$ cat src/rtl/keypad_pkg.sv
//////////////////////////////////////////////////////////////////////
// Keypad package
// Key codes, multi-tap states, scan timing and the word record
//////////////////////////////////////////////////////////////////////
package keypad_pkg;

    // Scan and debounce timing
    localparam int SCAN_CYCLES    = 4;  // Clocks each row is driven
    localparam int DEBOUNCE_SCANS = 3;  // Agreeing full scans for press or release
    localparam int MAX_WORD_LEN   = 8;  // Letters per word

    typedef logic [$clog2(SCAN_CYCLES)-1:0]    scan_cnt_t;
    typedef logic [$clog2(DEBOUNCE_SCANS)-1:0] deb_cnt_t;

    localparam scan_cnt_t SCAN_LAST = scan_cnt_t'(SCAN_CYCLES - 1);    // Sample cycle
    localparam deb_cnt_t  DEB_LAST  = deb_cnt_t'(DEBOUNCE_SCANS - 1);

    typedef logic [7:0] key_code_t;   // {row one-hot, column one-hot}
    typedef logic [7:0] ascii_t;      // Upper case letter, 0 when none
    typedef logic [3:0] word_len_t;   // 0 to MAX_WORD_LEN

    // Tap index of the pending letter, INIT when nothing is pending
    typedef enum logic [2:0] {
        INIT,
        S0,
        S1,
        S2,
        S3
    } tap_state_t;

    // Bit 3 of each nibble is R0 or C0, bit 0 is R3 or C3
    localparam key_code_t NO_KEY = 8'b0000_0000;
    localparam key_code_t KEY_1  = 8'b1000_1000;  // R0 C0, no letters
    localparam key_code_t KEY_2  = 8'b1000_0100;  // R0 C1
    localparam key_code_t KEY_3  = 8'b1000_0010;  // R0 C2
    localparam key_code_t KEY_4  = 8'b0100_1000;  // R1 C0
    localparam key_code_t KEY_5  = 8'b0100_0100;  // R1 C1
    localparam key_code_t KEY_6  = 8'b0100_0010;  // R1 C2
    localparam key_code_t KEY_7  = 8'b0010_1000;  // R2 C0, four letters
    localparam key_code_t KEY_8  = 8'b0010_0100;  // R2 C1
    localparam key_code_t KEY_9  = 8'b0010_0010;  // R2 C2, four letters

    // Control keys on the bottom row
    localparam key_code_t KEY_SUBMIT_LETTER = 8'b0001_1000;  // R3 C0
    localparam key_code_t KEY_CLEAR         = 8'b0001_0100;  // R3 C1
    localparam key_code_t KEY_SUBMIT_WORD   = 8'b0001_0010;  // R3 C2

    localparam logic [3:0] COL_INVALID = 4'b0001;  // C3, whole column ignored

    // Word handed out on submit
    typedef struct packed {
        ascii_t [MAX_WORD_LEN-1:0] letters;  // Letter 0 in the low byte
        word_len_t                 len;      // Number of valid letters
    } word_t;

endpackage

$ cat src/rtl/key_scanner.sv
//////////////////////////////////////////////////////////////////////
// Key scanner
// Drives the rows, samples the columns and debounces to one strobe per press
//////////////////////////////////////////////////////////////////////
module key_scanner (
    input  logic                  clk,
    input  logic                  nRst,
    input  logic [3:0]            cols,
    output logic [3:0]            rows,
    output logic                  key_strobe,
    output keypad_pkg::key_code_t key
);
    import keypad_pkg::*;

    scan_cnt_t cyc_cnt;       // Position inside the row period
    logic      row_last;      // Last cycle of a row period
    logic      scan_end;      // Last cycle of a full scan
    key_code_t sample_code;   // Code seen on the current row
    key_code_t scan_code;     // First code captured in this scan
    key_code_t this_scan;     // Code of the scan that ends now
    key_code_t cand_code;     // Code being debounced
    deb_cnt_t  deb_cnt;       // Agreeing scans so far
    logic      pressed;       // Released/pressed flag
    logic      press_accept;

    // Lowest column number wins if more than one is active
    function automatic logic [3:0] first_col(logic [3:0] c);
        casez (c)
            4'b1???: return 4'b1000;  // C0
            4'b01??: return 4'b0100;
            4'b001?: return 4'b0010;
            4'b0001: return 4'b0001;  // C3
            default: return 4'b0000;
        endcase
    endfunction

    assign row_last    = (cyc_cnt == SCAN_LAST);
    assign scan_end    = row_last && rows[3];  // R0 is the last row of a scan
    assign sample_code = (cols != 4'b0000) ? {rows, first_col(cols)} : NO_KEY;
    assign this_scan   = (scan_code != NO_KEY) ? scan_code : sample_code;

    // Third matching scan while released
    assign press_accept = scan_end && !pressed && (this_scan != NO_KEY) &&
                          (this_scan == cand_code) && (deb_cnt == DEB_LAST);

    // Row driver, one row every SCAN_CYCLES clocks
    always_ff @(posedge clk, negedge nRst) begin
        if (!nRst) begin
            cyc_cnt <= '0;
            rows    <= 4'b0001;
        end else if (row_last) begin
            cyc_cnt <= '0;
            rows    <= {rows[2:0], rows[3]};  // Rotate and wrap
        end else begin
            cyc_cnt <= cyc_cnt + 1'b1;
        end
    end

    // Holds the first hit until the scan ends
    always_ff @(posedge clk, negedge nRst) begin
        if (!nRst) begin
            scan_code <= NO_KEY;
        end else if (scan_end) begin
            scan_code <= NO_KEY;                 // Start the next scan empty
        end else if (row_last && (scan_code == NO_KEY)) begin
            scan_code <= sample_code;
        end
    end

    // Debounce on whole scans
    always_ff @(posedge clk, negedge nRst) begin
        if (!nRst) begin
            cand_code  <= NO_KEY;
            deb_cnt    <= '0;
            pressed    <= 1'b0;
            key_strobe <= 1'b0;
        end else begin
            key_strobe <= press_accept;
            if (scan_end && !pressed) begin
                if (this_scan == NO_KEY) begin
                    cand_code <= NO_KEY;
                    deb_cnt   <= '0;
                end else if (this_scan != cand_code) begin
                    cand_code <= this_scan;      // New candidate, first scan seen
                    deb_cnt   <= deb_cnt_t'(1);
                end else if (press_accept) begin
                    pressed <= 1'b1;
                    deb_cnt <= '0;               // Reused for the release count
                end else begin
                    deb_cnt <= deb_cnt + 1'b1;
                end
            end else if (scan_end) begin
                if (this_scan != NO_KEY) begin
                    deb_cnt <= '0;               // Still held
                end else if (deb_cnt == DEB_LAST) begin
                    pressed   <= 1'b0;
                    deb_cnt   <= '0;
                    cand_code <= NO_KEY;
                end else begin
                    deb_cnt <= deb_cnt + 1'b1;
                end
            end
        end
    end

    always_ff @(posedge clk) begin
        if (press_accept) key <= this_scan;  // Valid with key_strobe
    end

    a_rows_onehot: assert property (@(posedge clk) disable iff (!nRst) $onehot(rows));

    // One strobe per press, never stretched
    a_strobe_single: assert property (@(posedge clk) disable iff (!nRst)
        key_strobe |=> !key_strobe);

endmodule

$ cat src/rtl/keypad_fsm.sv
//////////////////////////////////////////////////////////////////////
// Multi-tap letter FSM
// Turns repeated taps into a letter preview and decodes the control keys
//////////////////////////////////////////////////////////////////////
module keypad_fsm (
    input  logic                  clk,
    input  logic                  nRst,
    input  logic                  key_strobe,
    input  keypad_pkg::key_code_t key,
    output logic                  letter_valid,
    output keypad_pkg::ascii_t    letter,
    output keypad_pkg::ascii_t    preview,
    output logic                  clear,
    output logic                  submit
);
    import keypad_pkg::*;

    tap_state_t state;
    tap_state_t next_state;
    key_code_t  prev_key;       // Last letter key tapped
    key_code_t  next_prev_key;
    logic       letter_key;     // Strobed key is one of 2 to 9
    logic       ignore_key;
    logic       do_letter;
    logic       do_clear;
    logic       do_submit;

    // First letter on each key, 0 for everything else
    function automatic ascii_t base_letter(key_code_t k);
        case (k)
            KEY_2:   return 8'h41;  // A
            KEY_3:   return 8'h44;  // D
            KEY_4:   return 8'h47;  // G
            KEY_5:   return 8'h4A;  // J
            KEY_6:   return 8'h4D;  // M
            KEY_7:   return 8'h50;  // P
            KEY_8:   return 8'h54;  // T
            KEY_9:   return 8'h57;  // W
            default: return 8'h00;
        endcase
    endfunction

    function automatic ascii_t tap_index(tap_state_t s);
        case (s)
            S1:      return 8'd1;
            S2:      return 8'd2;
            S3:      return 8'd3;
            default: return 8'd0;  // S0, INIT never previewed
        endcase
    endfunction

    assign letter_key = (base_letter(key) != 8'h00);

    // KEY_1, column C3, or submit with nothing pending
    assign ignore_key = (key == KEY_1) || (key[3:0] == COL_INVALID) ||
                        ((key == KEY_SUBMIT_LETTER) && (state == INIT));

    always_comb begin
        next_state    = state;
        next_prev_key = prev_key;
        do_letter     = 1'b0;
        do_clear      = 1'b0;
        do_submit     = 1'b0;
        if (key_strobe && !ignore_key) begin
            if (key == KEY_CLEAR) begin
                next_state = INIT;          // Pending letter dropped
                do_clear   = 1'b1;
            end else if (key == KEY_SUBMIT_WORD) begin
                next_state = INIT;
                do_submit  = 1'b1;
            end else if (key == KEY_SUBMIT_LETTER) begin
                next_state = INIT;          // Commit the preview
                do_letter  = 1'b1;
            end else if (letter_key) begin
                next_prev_key = key;
                if ((state == INIT) || (key != prev_key)) begin
                    next_state = S0;        // First tap, or another key
                end else begin
                    case (state)
                        S0:      next_state = S1;
                        S1:      next_state = S2;
                        S2:      next_state = ((key == KEY_7) || (key == KEY_9)) ? S3 : S0;
                        default: next_state = S0;  // S3 wraps
                    endcase
                end
            end
        end
    end

    always_ff @(posedge clk, negedge nRst) begin
        if (!nRst) begin
            state        <= INIT;
            prev_key     <= NO_KEY;
            preview      <= '0;
            letter_valid <= 1'b0;
            clear        <= 1'b0;
            submit       <= 1'b0;
        end else begin
            state        <= next_state;
            prev_key     <= next_prev_key;
            letter_valid <= do_letter;
            clear        <= do_clear;
            submit       <= do_submit;
            // Preview follows the new state in the same cycle as the pulses
            if (next_state == INIT) begin
                preview <= '0;
            end else begin
                preview <= base_letter(next_prev_key) + tap_index(next_state);
            end
        end
    end

    // Old preview is the committed letter
    always_ff @(posedge clk) begin
        if (do_letter) letter <= preview;
    end

    a_one_pulse: assert property (@(posedge clk) disable iff (!nRst)
        $onehot0({letter_valid, clear, submit}));

endmodule

$ cat src/rtl/word_buffer.sv
//////////////////////////////////////////////////////////////////////
// Word buffer
// Collects committed letters and hands out the word on submit
//////////////////////////////////////////////////////////////////////
module word_buffer (
    input  logic               clk,
    input  logic               nRst,
    input  logic               letter_valid,
    input  keypad_pkg::ascii_t letter,
    input  logic               clear,
    input  logic               submit,
    output logic               word_valid,
    output keypad_pkg::word_t  word
);
    import keypad_pkg::*;

    ascii_t [MAX_WORD_LEN-1:0] letters;  // Collected letters with unused slots at 0
    word_len_t                 len;
    logic                      room;     // Space for another letter

    assign room = (len < word_len_t'(MAX_WORD_LEN));

    always_ff @(posedge clk, negedge nRst) begin
        if (!nRst) begin
            letters    <= '0;
            len        <= '0;
            word_valid <= 1'b0;
            word       <= '0;
        end else begin
            word_valid <= 1'b0;
            if (clear) begin
                letters <= '0;
                len     <= '0;
                word    <= '0;
            end else if (submit) begin
                word.letters <= letters;   // Empty word allowed
                word.len     <= len;
                word_valid   <= 1'b1;
                letters      <= '0;
                len          <= '0;
            end else if (letter_valid && room) begin
                for (int i = 0; i < MAX_WORD_LEN; i++) begin
                    if (len == word_len_t'(i)) letters[i] <= letter;  // Append at len
                end
                len <= len + 1'b1;
            end
            // Letters past MAX_WORD_LEN fall through here and are lost
        end
    end

    a_len_max: assert property (@(posedge clk) disable iff (!nRst)
        (len <= word_len_t'(MAX_WORD_LEN)) && (word.len <= word_len_t'(MAX_WORD_LEN)));

endmodule

$ cat src/rtl/keypad_top.sv
//////////////////////////////////////////////////////////////////////
// Keypad text entry top
// Scanner, multi-tap FSM and word buffer in one chain
//////////////////////////////////////////////////////////////////////
module keypad_top (
    input  logic               clk,
    input  logic               nRst,
    input  logic [3:0]         cols,
    output logic [3:0]         rows,
    output keypad_pkg::ascii_t preview,
    output logic               word_valid,
    output keypad_pkg::word_t  word
);
    import keypad_pkg::*;

    logic      key_strobe;    // One pulse per debounced press
    key_code_t key;
    logic      letter_valid;  // Committed letter
    ascii_t    letter;
    logic      clear;
    logic      submit;

    key_scanner u_scanner (
        .clk        (clk),
        .nRst       (nRst),
        .cols       (cols),
        .rows       (rows),
        .key_strobe (key_strobe),
        .key        (key)
    );

    keypad_fsm u_fsm (
        .clk          (clk),
        .nRst         (nRst),
        .key_strobe   (key_strobe),
        .key          (key),
        .letter_valid (letter_valid),
        .letter       (letter),
        .preview      (preview),
        .clear        (clear),
        .submit       (submit)
    );

    word_buffer u_word (
        .clk          (clk),
        .nRst         (nRst),
        .letter_valid (letter_valid),
        .letter       (letter),
        .clear        (clear),
        .submit       (submit),
        .word_valid   (word_valid),
        .word         (word)
    );

endmodule

$ cat config.mk
export PLATFORM = sky130hd
export DESIGN_NAME = keypad_top
export DESIGN_NICKNAME = d
export VERILOG_FILES = /design/src/rtl/keypad_pkg.sv /design/src/rtl/key_scanner.sv /design/src/rtl/keypad_fsm.sv /design/src/rtl/word_buffer.sv /design/src/rtl/keypad_top.sv
export SDC_FILE = /design/constraint.sdc
export NUM_CORES = 1
export LEC_CHECK = 0
export BUFFER_PORTS_ARGS = -buffer_cell sky130_fd_sc_hd__buf_4
export CAP_MARGIN = 20
export CORE_MARGIN = 1.5
export CORE_UTILIZATION = 64
export CTS_CLUSTER_DIAMETER = 60
export DETAILED_ROUTE_END_ITERATION = 6
export PLACE_DENSITY = 0.85
export SYNTH_ARGS = -nofsm -noshare
export SYNTH_HDL_FRONTEND = slang
export SYNTH_HIERARCHICAL = 1
export SYNTH_SLANG_ARGS = --single-unit
$ cat constraint.sdc
create_clock -name clk -period 6.7 [get_ports clk]
set_clock_uncertainty 0.05 [all_clocks]
set_input_delay 1.34 -clock clk [delete_from_list [all_inputs] [get_ports clk]]
set_output_delay 1.34 -clock clk [all_outputs]
set_load 0.02 [all_outputs]
Yosys cells after proc, flatten, opt, wreduce, memory -nomap -nowiden
Index checks and enable logic that the tools add are counted.
{"block": "word_totals", "regBits": 201, "in_bits": 6, "output_inout_bits": 81, "word_cells": 205}
{"block": "classes", "n_addsub": 4, "order_cmp": 1, "n_eq_ne": 47, "mux": 72, "reduce_logical": 47}
{"op": "2-to-1 mux 8 bit", "n": 26}
{"op": "2-to-1 mux 64 bit", "n": 3}
{"op": "2-to-1 mux 68 bit", "n": 2}
{"op": "case mux 7 bit (8 select lines)", "n": 2}
{"op": "equality test 8 x 6 -> 1 bit (second input constant)", "n": 6}
{"op": "equality test 8 x 7 -> 1 bit (second input constant)", "n": 6}
{"op": "equality test 8 bit (second input constant)", "n": 5}
{"op": "nonzero test 3 bit", "n": 9}
{"op": "equality test 8 x 5 -> 1 bit (second input constant)", "n": 3}
{"op": "nonzero test 8 bit", "n": 3}
{"op": "2-to-1 mux 3 bit", "n": 7}
{"op": "2-to-1 mux 1 bit", "n": 18}
{"op": "equality test 4 x 3 -> 1 bit (second input constant)", "n": 4}
{"op": "zero test 8 bit", "n": 2}
{"op": "2-to-1 mux 2 bit", "n": 8}
{"op": "inequality test 8 bit", "n": 2}
{"op": "case mux 4 bit (4 select lines)", "n": 1}
{"op": "AND reduction 2 bit", "n": 8}
{"op": "equality test 3 x 2 -> 1 bit (second input constant)", "n": 4}
{"op": "equality test 4 x 1 -> 1 bit (second input constant)", "n": 3}
{"op": "2-to-1 mux 4 bit", "n": 3}
{"op": "logical AND 1 bit", "n": 9}
{"op": "case mux 3 bit (3 select lines)", "n": 1}
{"op": "adder 8 bit", "n": 1}
{"op": "other kinds (21)", "n": 35}

Longest topological paths before layout
{"block": "depth", "word_depth": 15, "depth_mapped": 15, "ltp_nobuf": 14}

By module
The synthesis kept the hierarchy.
{"mod": "word_buffer", "n_inst": 1, "cells_each": 473, "area_per_inst_um2": 5700.5, "seq_area_each_um2": 3428.3}
{"mod": "keypad_fsm", "n_inst": 1, "cells_each": 164, "area_per_inst_um2": 1785.5, "seq_area_each_um2": 735.7}
{"mod": "key_scanner", "n_inst": 1, "cells_each": 156, "area_per_inst_um2": 1687.9, "seq_area_each_um2": 892.1}

Least setup slack after synthesis
OpenSTA, ideal clock, no wires.
{"block": "synth_path", "path_type": "input to register", "start": "input cols[3]", "end": "register u_scanner.key[0] (enable)", "setup_time_ns": 0.334, "arrival_ns": 3.009, "t_required_ns": 6.316, "slack_ns": 3.307, "stages": 6, "path_buffers": 0, "cell_sequence": "or4_4 > a41oi_2 > xor2_1 > nand3_1 > nor4_4 > and4_1"}
{"block": "synth_between", "elab_chain_len": 8, "word_cells_on_any_way": 12, "cone_classes": "eq/ne (4); mux (3); reduce/logical (5)"}
{"element": "start: declaration", "line_no": "keypad_top.sv:8", "source": "input logic [3:0] cols,"}
{"element": "equality test 4 x 1 -> 1 bit, or another cell as far along", "line_no": "key_scanner.sv:28", "source": "casez (c)"}
{"element": "case mux 4 bit (4 select lines)", "line_no": "key_scanner.sv:28"}
{"element": "2-to-1 mux 8 bit *", "line_no": "key_scanner.sv:39", "source": "assign sample_code = (cols != 4'b0000) ? {rows, first_col(cols)} : NO_KEY;"}
{"element": "2-to-1 mux 8 bit *", "line_no": "key_scanner.sv:40", "source": "assign this_scan = (scan_code != NO_KEY) ? scan_code : sample_code;"}
{"element": "nonzero test 8 bit", "line_no": "key_scanner.sv:43", "source": "assign press_accept = scan_end && !pressed && (this_scan != NO_KEY) &&"}
{"element": "logical AND 1 bit", "line_no": "key_scanner.sv:43"}
{"element": "logical AND 1 bit *", "line_no": "key_scanner.sv:43"}
{"element": "logical AND 1 bit *", "line_no": "key_scanner.sv:44", "source": "(this_scan == cand_code) && (deb_cnt == DEB_LAST);"}
{"element": "net u_scanner.press_accept", "line_no": "key_scanner.sv:24", "source": "logic press_accept;"}
{"element": "end signal: assignment", "line_no": "key_scanner.sv:107", "source": "if (press_accept) key <= this_scan;"}
{"element": "end: declaration", "line_no": "key_scanner.sv:11", "source": "output keypad_pkg::key_code_t key"}
The timed path passes the listed nets; every way through them passes the cells marked *.
A chain may end at the register's enable or synchronous reset.

Worst setup path in the final report
{"block": "layout_path", "start": "register u_scanner.key[2]", "end": "register u_fsm.preview[3]"}
{"block": "layout_between", "word_cells_on_any_way": 54, "cone_classes": "add/sub (1); eq/ne (25); mux (19); reduce/logical (9)"}
{"element": "equality test 8 x 6 -> 1 bit, or another cell as far along", "line_no": "keypad_fsm.sv:30", "source": "case (k)"}
{"element": "case mux 7 bit (8 select lines) / logical OR 1 bit (equally long branches)", "line_no": "keypad_fsm.sv:30, keypad_fsm.sv:76"}
{"element": "nonzero test 8 bit / 2-to-1 mux 3 bit (equally long branches)", "line_no": "keypad_fsm.sv:52, keypad_fsm.sv:76"}
{"element": "2-to-1 mux 3 bit", "line_no": "keypad_fsm.sv:74", "source": "end else if (letter_key) begin"}
{"element": "2-to-1 mux 3 bit", "line_no": "keypad_fsm.sv:71", "source": "end else if (key == KEY_SUBMIT_LETTER) begin"}
{"element": "2-to-1 mux 3 bit", "line_no": "keypad_fsm.sv:68", "source": "end else if (key == KEY_SUBMIT_WORD) begin"}
{"element": "2-to-1 mux 3 bit", "line_no": "keypad_fsm.sv:65", "source": "if (key == KEY_CLEAR) begin"}
{"element": "2-to-1 mux 3 bit *", "line_no": "keypad_fsm.sv:64", "source": "if (key_strobe && !ignore_key) begin"}
{"element": "net u_fsm.next_state[1]", "line_no": "keypad_fsm.sv:19", "source": "tap_state_t next_state;"}
{"element": "equality test 3 bit / equality test 3 x 2 -> 1 bit (equally long branches)", "line_no": "keypad_fsm.sv:44", "source": "case (s)"}
{"element": "case mux 2 bit (3 select lines)", "line_no": "keypad_fsm.sv:44"}
{"element": "2-to-1 mux 8 bit", "line_no": "keypad_fsm.sv:105", "source": "if (next_state == INIT) begin"}
{"element": "adder 8 bit", "line_no": "keypad_fsm.sv:108", "source": "preview <= base_letter(next_prev_key) + tap_index(next_state);"}
{"element": "2-to-1 mux 8 bit *", "line_no": "keypad_fsm.sv:105"}
{"element": "end signal: assignment", "line_no": "keypad_fsm.sv:108"}
{"element": "end: declaration", "line_no": "keypad_fsm.sv:12", "source": "output keypad_pkg::ascii_t preview,"}
The timed path passes the listed nets; every way through them passes the cells marked *. The select of a mux whose other input is x is not followed.

==> out/qor.txt <==
==================================================================================================
Status .............................................................................. finished with violations
Violations in the final reports ..................................................... design-rule violations
Nets@finish .........................................................................          868
Clock transition time at the flip-flop clock pins of the worst setup and hold paths .      0.07 ns
Y dimension of the die ..............................................................       123 um
CP max-delay cell ...................................................................     edfxtp_1
Reg-to-reg critical path endpoint ................................................... u_fsm/preview[3]
Max-slew violations .................................................................            0
Fraction of post-synthesis cell area in the top cell type by area ...................        0.499
Arrival time of the worst setup path ................................................      3.90 ns
All-Layer GR Usage ..................................................................        0.266
Cts bufs inserted ...................................................................           17
Ports placed on the boundary ........................................................           87
Critical Path, Cell by Cell ......................................................... nor3b_1, o21ai_1, a21oi_4, o21bai_2, or4_4, o21ai_1, a22o_2, nand2b_1, mux2i_1, ha_1, a21o_1, o31ai_1, xor2_1, nor2_1
MaxCap Viol Count ...................................................................            0
WP buf/inv ..........................................................................            0
Number of buffers inserted by post-CTS setup repair .................................            0
Worst-case hold path end point ...................................................... u_scanner/cyc_cnt[0]
Flip-flop cell with the highest count after synthesis ...............................      dfrtp_1
Number of global-route vias before repair ...........................................         6256
Ranking of synthesized cells by area ................................................ dfrtp_1 50%, mux2i_1 8.3%, edfxtp_1 4.9%
Distinct cells, synth ...............................................................           77
Data required time at the worst endpoint ............................................      6.95 ns
Number of warning messages in the yosys log .........................................            6
Pin slew with the least headroom to its limit .......................................      1.05 ns
Leakage power .......................................................................      4.87 nW
Final worst path period need ........................................................      3.65 ns
Cell area after placement ...........................................................    9700 um^2
Count of cells resized by post-cts repair ...........................................            0
Final std cell area, no fill ........................................................   10300 um^2
Share of cells above drive strength 1 ...............................................        0.219
Cell type with the highest aggregate area in the netlist ............................      dfrtp_1
Rows ................................................................................           43
Vias after detailed routing .........................................................         6374
Root buffer selected by CTS .........................................................    clkbuf_16
Area added between synthesis and finish .............................................        12.5%
Routed len/inst .....................................................................      18.4 um
First-pass GRT wire length ..........................................................      30.9 mm
Critical path fanouts, max ..........................................................           10
Per-cell via count in the routed design .............................................         6.11
Port Buffers ........................................................................           85
Kind of cell adding the most delay to the critical path ............................. simple AND/OR/NAND/NOR gates
Count of state elements after synthesis .............................................          199
Number of endpoints failing setup at the final stage ................................            0
Placeable core area .................................................................   13900 um^2
Gate count after technology mapping .................................................          793
Worst min-delay path category .......................................................   reg -> reg
Total overflow reported by the global router ........................................            0
Biggest cell delay along the critical path ..........................................      0.56 ns
Origin of the critical flop-to-flop path ............................................ u_scanner/key[2]
Number of diodes ....................................................................            0
Period utilization ..................................................................        0.545
Placer congestion estimate ..........................................................        0.897
TritonCTS clock tree ................................................................        built
Netlist area before placement .......................................................    9170 um^2
Antenna-violating nets left .........................................................            0
Clock sink count ....................................................................          199
Post-route DRC violation count ......................................................            1
Syn avg cell area ...................................................................    11.6 um^2
Hold path depth .....................................................................            1
CP Capture Type .....................................................................     register
Maximum number of pins on one net before global-route repair ........................           95
Worst hold start .................................................................... u_scanner/cyc_cnt[0]
Slew HR .............................................................................        0.298
VDD IR max ..........................................................................       189 uV
Initial core utilization ............................................................        0.658
Half-perimeter wire length after detailed placement .................................      12.6 mm
Setup repair after global routing missed its margin .................................           no
Peak Freq ...........................................................................      274 MHz
Clock insertion delay at the later pin of the skew report ...........................      0.43 ns
Final hold vios .....................................................................            0
R2R setup slack .....................................................................      3.05 ns
Most used standard cell by instance count after synthesis ...........................      dfrtp_1
Number of H-tree branching levels ...................................................            4
Total die area ......................................................................   15100 um^2
Accumulated negative setup slack ....................................................         0 ns
1st-pass router iterations ..........................................................            7
Cell depth of the worst flop-to-flop path ...........................................           14
Commonest cells post-synth .......................................................... 183 x dfrtp_1, 97 x nor2_1, 76 x mux2i_1
Horizontal die dimension ............................................................       123 um
Setup crit start kind ...............................................................     register
Antenna violations before repair ....................................................            0
Sequential-to-total area share from yosys stat ......................................        0.551
Max Buffers Root-to-Sink ............................................................            2
Number of flops mapped to enable cells by yosys .....................................           15
DRT Wirelength ......................................................................      19.1 mm
CTS hold repair buffers .............................................................            0
Setup CP Type .......................................................................   reg -> reg
Number of DRC markers after the initial detailed-route iteration ....................          597
Cell repeated most along the worst path .............................................      o21ai_1
Synth async-reset ratio .............................................................        0.925
Power per Cell Area .................................................................  218 nW/um^2
==================================================================================================
## report_power, final
part / internal (mW) / switching, mW / leakage (nW)
clock network: 0.579 / 0.425 / 0.282
registers: 1.21 / 0.000192 / 2.56
logic: 0.00414 / 0.0257 / 2.04
## worst max path at each step
stage                     cells after the start             start  slack, ns                to
after floorplan                               6           cols[3]       3.31  u_scanner/key[0]
after CTS                                    14  u_scanner/key[2]       3.10  u_fsm/preview[3]
final                                        14  u_scanner/key[2]       3.05  u_fsm/preview[3]
after detailed placement                      7           cols[3]       2.92  u_scanner/key[0]
after global routing                         11  u_scanner/key[1]       2.86  u_fsm/preview[2]
after global placement                        7           cols[3]       3.05  u_scanner/key[2]
## cell usage in the layout (no fill, tap or decap), types with 3 or more instances in the layout
cell        instances
nand2_1            26
edfxtp_1           15
clkinvlp_4          3
clkbuf_16          17
or4_4               4
nand2b_1            4
a21oi_1            12
nor4_4              4
xnor2_1            13
and2_1              8
a211oi_1            4
a31oi_1             8
o21ai_0            18
nand4b_4            4
nor3b_1             4
or2_2               8
a41oi_1             5
o21ai_2            19
mux2_2              7
clkbuf_8            3
nor3_1              4
nor4b_1             5
nor2_1             97
buf_4              87
xor2_1              7
nand3_1            68
conb_1              3
inv_1              14
a21o_1              5
o21ai_1            42
nor2b_1            10
nand4bb_1           4
mux2i_1            76
ha_1               10
dfrtp_1           181
nand2_4             4
## layout make-up
class,instances,area (um^2)
clock inverters,10,120
clock buffers,21,470
flip-flops and latches,199,5060
multi-input cells,530,3700
well taps,180,225
repair buffers,89,692
inverters,14,52.6
fillers,894,3620
## state kept, by name (all words and copies together), names as in the netlist, 2 cells and up
register	count
u_scanner/cand_code	8
u_fsm/preview	7
u_fsm/letter	7
u_fsm/state	3
u_scanner/deb_cnt	2
u_word/letters	64
u_scanner/scan_code	8
u_word/word	68
u_fsm/prev_key	8
u_scanner/rows	4
u_scanner/key	8
u_scanner/cyc_cnt	2
u_word/len	4
## layer usage
layer	vias up	global-route usage	share of wire
met5	-	0	0
met4	0	0.113	0.027
met3	40	0.0483	0.051
met2	212	0.452	0.52
met1	3187	0.336	0.40
li1	2935	-	-
## worst reg2reg max path, cell delays in order (launching register included)
cell and delay [ns]:
edfxtp_1 0.56, nor3b_1 0.48, o21ai_1 0.19, a21oi_4 0.20, o21bai_2 0.11, or4_4 0.51
o21ai_1 0.14, a22o_2 0.20, nand2b_1 0.09, mux2i_1 0.24, ha_1 0.28, a21o_1 0.17
o31ai_1 0.07, xor2_1 0.19, nor2_1 0.06
## metrics by stage
step / hold WS (ns) / instances / util / setup slack (ns) / power [mW]
after floorplan: 0.353 / 795 / - / 3.31 / 1.24
after global placement: 0.363 / 1011 / 0.696 / 3.05 / 1.27
after detailed placement: 0.374 / 1011 / 0.696 / 2.92 / 1.27
after CTS: 0.384 / 1042 / 0.739 / 3.10 / 2.27
after global routing: 0.406 / 1043 / 0.741 / 2.86 / 2.32
final: 0.382 / 1043 / 0.741 / 3.05 / 2.25
## kinds of logic (layout without fill, tap and decap cells)
family / Yosys count / count (layout) / share of synthesized area
XOR/XNOR: 20 / 20 / 0.0191
multiplexers: 84 / 84 / 0.0932
buffers and inverters: 66 / 134 / 0.0466
adder cells (fa/ha/maj): 11 / 11 / 0.0158
other: 1 / 3 / 0.000409
AND/OR/NAND/NOR: 274 / 274 / 0.172
flip-flops: 199 / 199 / 0.551
AO/OA/AOI/OAI: 138 / 138 / 0.101
No activity file was read; power rests on OpenSTA's default activity.
